--- src/hdl/slot_bus_frame_pkg.sv ---
// Slot bus framing constants, raw shift word type and port index type
`default_nettype none

package slot_bus_frame_pkg;

    // Bits held by one external shift register
    localparam int unsigned WORD_WIDTH = 8;

    // Converter ports on the isolated 40-pin bus
    localparam int unsigned NUM_PORTS = 4;

    // Clock cycles per frame unless the top level overrides it
    // Must not be shorter than WORD_WIDTH or words get cut off
    localparam int unsigned DEFAULT_FRAME_LEN = 8;

    // Word as it sits in a shift register, MSB goes out first
    typedef logic [WORD_WIDTH-1:0] shift_word_t;

    // Port number, 0 to NUM_PORTS-1
    typedef logic [$clog2(NUM_PORTS)-1:0] port_index_t;

endpackage

`default_nettype wire

--- src/hdl/slot_bus_status_pkg.sv ---
// Packed types for the port masks, port status, ADC overflow and hardware configuration words
`default_nettype none

package slot_bus_status_pkg;

    // One bit per converter port, bit 0 is port 0
    typedef logic [slot_bus_frame_pkg::NUM_PORTS-1:0] port_mask_t;

    // Content of the direction/channel-count status word
    typedef struct packed {
        // 1 means an 8-channel converter, 0 a 2-channel one
        port_mask_t num_channels;
        // 1 means ADC, 0 means DAC
        port_mask_t direction;
    } port_status_t;

    // Overflow flags of parallel ADCs
    // Order from MSB down is R3, L3, R2, L2, R1, L1, R0, L0
    typedef logic [2*slot_bus_frame_pkg::NUM_PORTS-1:0] adc_overflow_t;

    // Hardware configuration pins of one port
    typedef logic [slot_bus_frame_pkg::WORD_WIDTH-1:0] hwcon_t;

    // All ports' configuration words, port 0 in the low byte
    typedef hwcon_t [slot_bus_frame_pkg::NUM_PORTS-1:0] hwcon_set_t;

endpackage

`default_nettype wire

--- src/hdl/frame_timer.sv ---
// frame_timer: frame cycle counter, registered frame_sync strobe and hwcon port index
`default_nettype none

module frame_timer #(
    parameter int unsigned FRAME_LEN = slot_bus_frame_pkg::DEFAULT_FRAME_LEN
) (
    input  logic                            custom_srclk,
    input  logic                            reset,
    output logic                            frame_sync,
    output slot_bus_frame_pkg::port_index_t hwcon_index
);

    localparam int unsigned CNT_W = $clog2(FRAME_LEN);
    localparam logic [CNT_W-1:0] LAST_CYCLE = CNT_W'(FRAME_LEN - 1);

    logic [CNT_W-1:0] cycle_count;
    logic             last_cycle;

    assign last_cycle = (cycle_count == LAST_CYCLE);

    // Position inside the current frame
    always_ff @(posedge custom_srclk or posedge reset) begin
        if (reset) begin
            cycle_count <= '0;
        end else if (last_cycle) begin
            cycle_count <= '0;
        end else begin
            cycle_count <= cycle_count + 1'b1;
        end
    end

    // Strobe is high on the cycle after the last count of a frame
    always_ff @(posedge custom_srclk or posedge reset) begin
        if (reset) begin
            frame_sync <= 1'b0;
        end else begin
            frame_sync <= last_cycle;
        end
    end

    // Next port's hwcon word, stepped once per frame
    always_ff @(posedge custom_srclk or posedge reset) begin
        if (reset) begin
            hwcon_index <= '0;
        end else if (frame_sync) begin
            hwcon_index <= hwcon_index + 1'b1;
        end
    end

    a_sync_single_cycle: assert property (
        @(posedge custom_srclk) disable iff (reset) frame_sync |=> !frame_sync);

    a_index_steps_on_sync: assert property (
        @(posedge custom_srclk) disable iff (reset) !frame_sync |=> $stable(hwcon_index));

endmodule

`default_nettype wire

--- src/hdl/word_serializer.sv ---
// word_serializer: parallel load at frame_sync, MSB-first shift out with zero fill
`default_nettype none

module word_serializer #(
    parameter type payload_t = slot_bus_frame_pkg::shift_word_t
) (
    input  logic     custom_srclk,
    input  logic     reset,
    input  logic     frame_sync,
    input  payload_t word,
    output logic     serial
);

    localparam int unsigned W = slot_bus_frame_pkg::WORD_WIDTH;

    slot_bus_frame_pkg::shift_word_t shift_reg;

    // Load on the frame strobe, otherwise shift towards the MSB
    always_ff @(posedge custom_srclk or posedge reset) begin
        if (reset) begin
            shift_reg <= '0;
        end else if (frame_sync) begin
            shift_reg <= slot_bus_frame_pkg::shift_word_t'(word);
        end else begin
            // Zeros follow the last data bit until the next load
            shift_reg <= {shift_reg[W-2:0], 1'b0};
        end
    end

    // MSB drives the pin right after the load edge
    assign serial = shift_reg[W-1];

    a_word_known_at_load: assert property (
        @(posedge custom_srclk) disable iff (reset) frame_sync |-> !$isunknown(word));

endmodule

`default_nettype wire

--- src/hdl/word_deserializer.sv ---
// word_deserializer: MSB-first shift in every cycle, typed word presented at frame_sync
`default_nettype none

module word_deserializer #(
    parameter type payload_t = slot_bus_frame_pkg::shift_word_t
) (
    input  logic     custom_srclk,
    input  logic     reset,
    input  logic     frame_sync,
    input  logic     serial,
    output payload_t word
);

    localparam int unsigned W = slot_bus_frame_pkg::WORD_WIDTH;

    slot_bus_frame_pkg::shift_word_t shift_reg;
    slot_bus_frame_pkg::shift_word_t next_word;

    // Newest sample enters at the LSB, oldest ends up at the MSB
    assign next_word = {shift_reg[W-2:0], serial};

    always_ff @(posedge custom_srclk or posedge reset) begin
        if (reset) begin
            shift_reg <= '0;
        end else begin
            shift_reg <= next_word;
        end
    end

    // The bit sampled on the strobe edge itself belongs to the word
    always_ff @(posedge custom_srclk or posedge reset) begin
        if (reset) begin
            word <= '0;
        end else if (frame_sync) begin
            word <= payload_t'(next_word);
        end
    end

endmodule

`default_nettype wire

--- src/hdl/hwcon_sequencer.sv ---
// hwcon_sequencer: per-frame selection of one port's hwcon word and its serializer
`default_nettype none

module hwcon_sequencer (
    input  logic                            custom_srclk,
    input  logic                            reset,
    input  logic                            frame_sync,
    input  slot_bus_frame_pkg::port_index_t hwcon_index,
    input  slot_bus_status_pkg::hwcon_set_t hwcons,
    output logic                            serial
);

    slot_bus_status_pkg::hwcon_t hwcon_word;

    // Index still holds the old value on the load edge,
    // so port 0 goes out in the first frame after reset
    assign hwcon_word = hwcons[hwcon_index];

    word_serializer #(
        .payload_t (slot_bus_status_pkg::hwcon_t)
    ) u_hwcon_ser (
        .custom_srclk (custom_srclk),
        .reset        (reset),
        .frame_sync   (frame_sync),
        .word         (hwcon_word),
        .serial       (serial)
    );

endmodule

`default_nettype wire

--- src/hdl/slot_bus_ctrl.sv ---
// slot_bus_ctrl: slot bus control path top level with frame timer, serializers and deserializers
`default_nettype none

module slot_bus_ctrl #(
    parameter int unsigned FRAME_LEN = slot_bus_frame_pkg::DEFAULT_FRAME_LEN
) (
    input  logic                              custom_srclk,
    input  logic                              reset,
    input  slot_bus_status_pkg::port_mask_t   adc_select,
    input  slot_bus_status_pkg::port_mask_t   dac_select,
    input  slot_bus_status_pkg::port_mask_t   clock_select,
    input  slot_bus_status_pkg::hwcon_set_t   hwcons,
    input  logic                              adc_ovf_serial,
    input  logic                              dirchan_serial,
    output logic                              spi_adc_cs,
    output logic                              spi_dac_cs,
    output logic                              custom_clksel,
    output logic                              custom_hwcon,
    output logic                              frame_sync,
    output slot_bus_status_pkg::adc_overflow_t adc_overflow,
    output slot_bus_status_pkg::port_status_t  port_status
);

    localparam int unsigned PAD_W =
        slot_bus_frame_pkg::WORD_WIDTH - slot_bus_frame_pkg::NUM_PORTS;

    slot_bus_frame_pkg::port_index_t hwcon_index;
    slot_bus_frame_pkg::shift_word_t adc_cs_word;
    slot_bus_frame_pkg::shift_word_t dac_cs_word;
    slot_bus_frame_pkg::shift_word_t clksel_word;

    // Chip selects are active low on the board, unused upper bits stay zero
    assign adc_cs_word = {{PAD_W{1'b0}}, ~adc_select};
    assign dac_cs_word = {{PAD_W{1'b0}}, ~dac_select};
    // 1 picks the 24.576 MHz clock for that port
    assign clksel_word = {{PAD_W{1'b0}}, clock_select};

    frame_timer #(
        .FRAME_LEN (FRAME_LEN)
    ) u_frame_timer (
        .custom_srclk (custom_srclk),
        .reset        (reset),
        .frame_sync   (frame_sync),
        .hwcon_index  (hwcon_index)
    );

    word_serializer u_adc_cs_ser (
        .custom_srclk (custom_srclk),
        .reset        (reset),
        .frame_sync   (frame_sync),
        .word         (adc_cs_word),
        .serial       (spi_adc_cs)
    );

    word_serializer u_dac_cs_ser (
        .custom_srclk (custom_srclk),
        .reset        (reset),
        .frame_sync   (frame_sync),
        .word         (dac_cs_word),
        .serial       (spi_dac_cs)
    );

    word_serializer u_clksel_ser (
        .custom_srclk (custom_srclk),
        .reset        (reset),
        .frame_sync   (frame_sync),
        .word         (clksel_word),
        .serial       (custom_clksel)
    );

    hwcon_sequencer u_hwcon_seq (
        .custom_srclk (custom_srclk),
        .reset        (reset),
        .frame_sync   (frame_sync),
        .hwcon_index  (hwcon_index),
        .hwcons       (hwcons),
        .serial       (custom_hwcon)
    );

    // Status words land one frame after they are shifted in
    word_deserializer #(
        .payload_t (slot_bus_status_pkg::adc_overflow_t)
    ) u_ovf_deser (
        .custom_srclk (custom_srclk),
        .reset        (reset),
        .frame_sync   (frame_sync),
        .serial       (adc_ovf_serial),
        .word         (adc_overflow)
    );

    word_deserializer #(
        .payload_t (slot_bus_status_pkg::port_status_t)
    ) u_dirchan_deser (
        .custom_srclk (custom_srclk),
        .reset        (reset),
        .frame_sync   (frame_sync),
        .serial       (dirchan_serial),
        .word         (port_status)
    );

endmodule

`default_nettype wire

--- config.mk ---
export PLATFORM = sky130hd
export DESIGN_NAME = slot_bus_ctrl
export DESIGN_NICKNAME = d
export VERILOG_FILES = /design/src/hdl/slot_bus_frame_pkg.sv /design/src/hdl/slot_bus_status_pkg.sv /design/src/hdl/frame_timer.sv /design/src/hdl/word_serializer.sv /design/src/hdl/word_deserializer.sv /design/src/hdl/hwcon_sequencer.sv /design/src/hdl/slot_bus_ctrl.sv
export SDC_FILE = /design/constraint.sdc
export NUM_CORES = 1
export LEC_CHECK = 0
export BUFFER_PORTS_ARGS = -buffer_cell sky130_fd_sc_hd__buf_2
export CORE_MARGIN = 5
export CORE_UTILIZATION = 40
export DETAILED_ROUTE_END_ITERATION = 8
export PLACE_DENSITY_LB_ADDON = 0.08
export RECOVER_POWER = 50
export SYNTH_ARGS = -nofsm -noshare
export SYNTH_HDL_FRONTEND = slang
export SYNTH_HIERARCHICAL = 1
export SYNTH_SLANG_ARGS = --single-unit
--- constraint.sdc ---
create_clock -name custom_srclk -period 1.9 [get_ports custom_srclk]
set_clock_uncertainty 0.05 [all_clocks]
set_input_delay 0.285 -clock custom_srclk [delete_from_list [all_inputs] [get_ports custom_srclk]]
set_output_delay 0.285 -clock custom_srclk [all_outputs]
set_load 0.05 [all_outputs]
Yosys cells after proc, flatten, opt, wreduce, memory -nomap -nowiden
Index checks and enable logic that the tools add are counted.

Flip-flop bits (word level): 68. Latch bits: 0. RAM bits: 0. Bits in read-only memories: 0. Bits of input ports: 48. Output and inout port bits: 21. Word-level logic and storage cells: 25. Memories kept: 0.

$add $sub $neg: 2. Multipliers: 0. Div/mod/pow operators: 0. Order comparisons: 1. Eq/ne operators: 1. Shift operators: 0. Multiplexer cells: 7. Bitwise gates (word level): 2. Reductions and logical operators: 0.

Operators with widths (count): $mux W8 (5); $bmux W8 S2 (1); $not A4 Y4 (2); $add A3 B1 Y3 const B (1); $eq A3 B3 Y1 const B (1); $lt A2 B3 Y1 const B (1); $mux W3 (1); $add A2 B1 Y2 const B (1).

Longest topological paths before layout
Depth in word-level cells: 3. Depth in mapped cells: 3. Gate-level depth less buffers: 3.

Cells and area by module
Netlist, hierarchy kept.

Modules (own cells, without submodules): word_serializer (times used 4, cells an instance 18, area an instance 327.8 µm², sequential area each 200.2 µm²); word_deserializer (times used 2, cells an instance 25, area an instance 510.5 µm², sequential area each 375.4 µm²); frame_timer (times used 1, cells an instance 14, area an instance 210.2 µm², sequential area each 150.1 µm²); hwcon_sequencer (times used 1, cells an instance 10, area an instance 196.4 µm², sequential area each 0.0 µm²); slot_bus_ctrl (times used 1, cells an instance 9, area an instance 33.8 µm², sequential area each 0.0 µm²).

Least setup slack after synthesis
No wires, ideal clock.

Kind: flip-flop to flip-flop. Start: register u_frame_timer.frame_sync. End: register u_dirchan_deser/word[0] (netlist bit). Setup time: 0.125 ns. Data arrival time: 1.339 ns. Data required time: 1.725 ns. Path slack: 0.385 ns. Cell stages (with the launch flop): 3. Buffers on the path: 1. Clock period less this slack: 1.515 ns. Cells stage by stage: dfrtp_1 buf_6 mux2_4.

RTL lines: from (decl) (RTL line frame_timer.sv:9) `output logic frame_sync,`; from (signal assigned) (RTL line frame_timer.sv:37) `frame_sync <= last_cycle;`; to (signal assigned) (RTL line word_deserializer.sv:35) `word <= payload_t'(next_word);`; to (decl) (RTL line word_deserializer.sv:11) `output payload_t word`.

No word-level cell between the ends.

Worst setup path after layout
Start: register u_frame_timer.frame_sync. End: output port frame_sync.

RTL lines: to (decl) (RTL line slot_bus_ctrl.sv:19) `output logic frame_sync,`.

No word-level cell between the ends.

==> results by group <==
Run status
  • Status: finished, final reports clean

Global route
  • First-pass GRT wire length: 7.70 mm
  • Initial antenna violation count: 0
  • Number of global-route vias before repair: 1642
  • Total GRT Usage: 11.7%
  • Largest net degree at the start of global routing: 20
  • Grt ovf: 0

Logic synthesis
  • Post-synthesis sequential area ratio: 61.4%
  • Largest family of logic cells by synthesized area: multiplexers
  • Mapped Area: 0.00277 mm^2
  • Synth Area in Compound Gates: 0%
  • Synth cell types: 14
  • Post-Synth Simple-Gate Area: 1.58%
  • Post-Syn Instances: 155
  • Synth warnings: 6
  • #FFs+latches synth: 68
  • Synth Area in XOR/XNOR: 0.632%
  • Multiplexer area fraction after synthesis: 30.3%
  • Synthesized area per cell: 17.9 um^2
  • Area share of fa/ha/maj cells after synthesis: 0.903%

Worst setup path
  • Crit Path Max Fanout: 14
  • Worst path cell trace: buf_2
  • CP max-delay cell: dfrtp_2
  • Critical Path AT: 1280 ps
  • Req. time, crit path: 1560 ps
  • Critical Path Max Stage Delay: 610 ps
  • Worst setup path class: register to output pin
  • WP buf/inv: 1
  • CP delay by family, top: flip-flops
  • Worst setup SP type: register
  • CP Capture Type: output pin

Floorplanning
  • Starting Density: 41.0%
  • Die Y: 93.3 um
  • Core Box Area: 0.00676 mm^2
  • Die X: 93.3 um
  • Die area: 0.00870 mm^2
  • Top Ports: 69
  • Rows: 30

Timing
  • RSZ-0062 raised after global routing: no
  • Minimum clock period: 1620 ps
  • Fin crit share: 85.2%
  • Max Transition Viols Final: 0
  • Final number of setup-violating endpoints: 0
  • Setup slack after layout: 281 ps
  • Fmax achieved: 618 MHz
  • Setup TNS: 0 ps
  • Slew margin rel.: 62.3%
  • Pin slew with the least headroom to its limit: 564 ps
  • Final Hold Violating Endpoints: 0

Clock network
  • Clock Path Buffers: 2
  • Clock transition at path regs: 70 ps
  • Setup bufs post-CTS: 0
  • Num CTS Buffers: 9
  • Root buffer cell: clkbuf_8
  • TritonCTS clock tree: built
  • Hold Buf Count CTS: 1
  • Clock Sinks: 68
  • H-tree depth: 3
  • Post-CTS Resized: 0
  • Later-pin clock latency in the skew report: 330 ps

Layout
  • Design area: 0.00348 mm^2
  • Fraction of layout cells with a size suffix above 1: 55.4%
  • Layout fillers: 597
  • Most frequent cells in the layout: dfrtp_1 (67), buf_2 (66), mux2_4 (38)
  • Post-layout util: 51.5%
  • Layout area overhead: 25.5%
  • Ant diodes: 0
  • Most common cell after layout, fill and taps aside: dfrtp_1
  • Nets@finish: 294

Routing
  • Drt drc: 0
  • Antenna Nets Post-Route: 0
  • 1st-iter DRT viols: 20
  • Via count: 1428
  • Routed length per instance: 13.5 um
  • Routed wire length: 4.43 mm
  • 1st-pass router iterations: 2
  • Via density: 4.34

Power
  • Worst ir drop on vdd: 0.395 mV
  • Leakage Power: 1.73 nW
  • Pwr dens: 960 mW/mm^2

Hold path
  • Hold crit path type: input port to register

Placement
  • Final RePlAce weighted congestion: 0.659
  • DP HPWL: 3.12 mm
  • Area after DPL: 0.00322 mm^2
  • Pre-CTS setup slack: 402 ps
  • Port Buffers: 68

Job
  • Max-cap viol count: 0
## metrics by stage
step | power, mW | instances | hold WS [ps]
2_1_floorplan | 1.75 | 166 | 26.0
3_3_place_gp | 1.84 | 311 | 238
3_5_place_dp | 1.84 | 311 | 242
4_1_cts | 3.40 | 328 | 9.10
5_1_grt | 3.49 | 329 | 26.1
6_report | 3.34 | 329 | 37.4
## where the power goes
part           switching [mW]  total (mW)  internal [mW]
Combinational           0.147       0.266          0.119
Sequential             0.0259        1.54           1.51
Clock                   0.532        1.53           1.00
Total                   0.705        3.34           2.63
## cell usage after synthesis
| library cell | instances | share of area, % |
|---|---|---|
| dfrtp_1 | 68 | 61 |
| mux2_4 | 44 | 24 |
| inv_1 | 15 | 2.0 |
| mux4_2 | 8 | 6.5 |
| buf_6 | 7 | 2.8 |
| and2_2 | 4 | 1.1 |
| ha_1 | 2 | 0.90 |
| clkbuf_2 | 1 | 0.18 |
| conb_1 | 1 | 0.14 |
| nand2_1 | 1 | 0.14 |
| nor2_1 | 1 | 0.14 |
| nor2b_1 | 1 | 0.23 |
| xnor2_1 | 1 | 0.32 |
| xor2_1 | 1 | 0.32 |
## cell type report
cell class / count / area [um^2] / share of cell area [%]
multi-input cells: 75 / 950 / 27.3
repair buffers: 75 / 408 / 11.7
flip-flops and latches: 68 / 1700 / 48.9
clock inverters: 7 / 139 / 3.99
well taps: 80 / 100 / 2.88
clock buffers: 9 / 124 / 3.56
inverters: 15 / 56.3 / 1.62
## logic make-up after synthesis
group	count (synthesis)
and+or+nand+nor	7
buffers and inverters	23
xor gates and xnor gates	2
adders and majority gates	2
other	1
DFF	68
muxes	52
## per-layer routing
metal	track usage (%)	vias up	wire length, um
li1	-	683	-
met1	14.8	691	1980
met2	17.5	46	2080
met3	4.51	8	302
met4	5.49	0	70
met5	0	-	0
## final timing paths
| check | cells past startpoint | end | slack [ps] | startpoint |
|---|---|---|---|---|
| min reg2reg | 0 | u_ovf_deser/shift_reg[1] | 320 | u_ovf_deser/shift_reg[0] |
| min | 1 | u_dirchan_deser/shift_reg[0] | 40 | dirchan_serial |
| max | 1 | frame_sync | 280 | u_frame_timer/frame_sync |
| max in group asynchronous | 3 | u_ovf_deser/word[6] | 800 | reset |
| max reg2reg | 3 | u_hwcon_seq/u_hwcon_ser/shift_reg[1] | 400 | u_frame_timer/hwcon_index[0] |
| min in group asynchronous | 3 | u_frame_timer/hwcon_index[1] | 490 | reset |
Note: power is estimated with default switching activity, not from simulation.
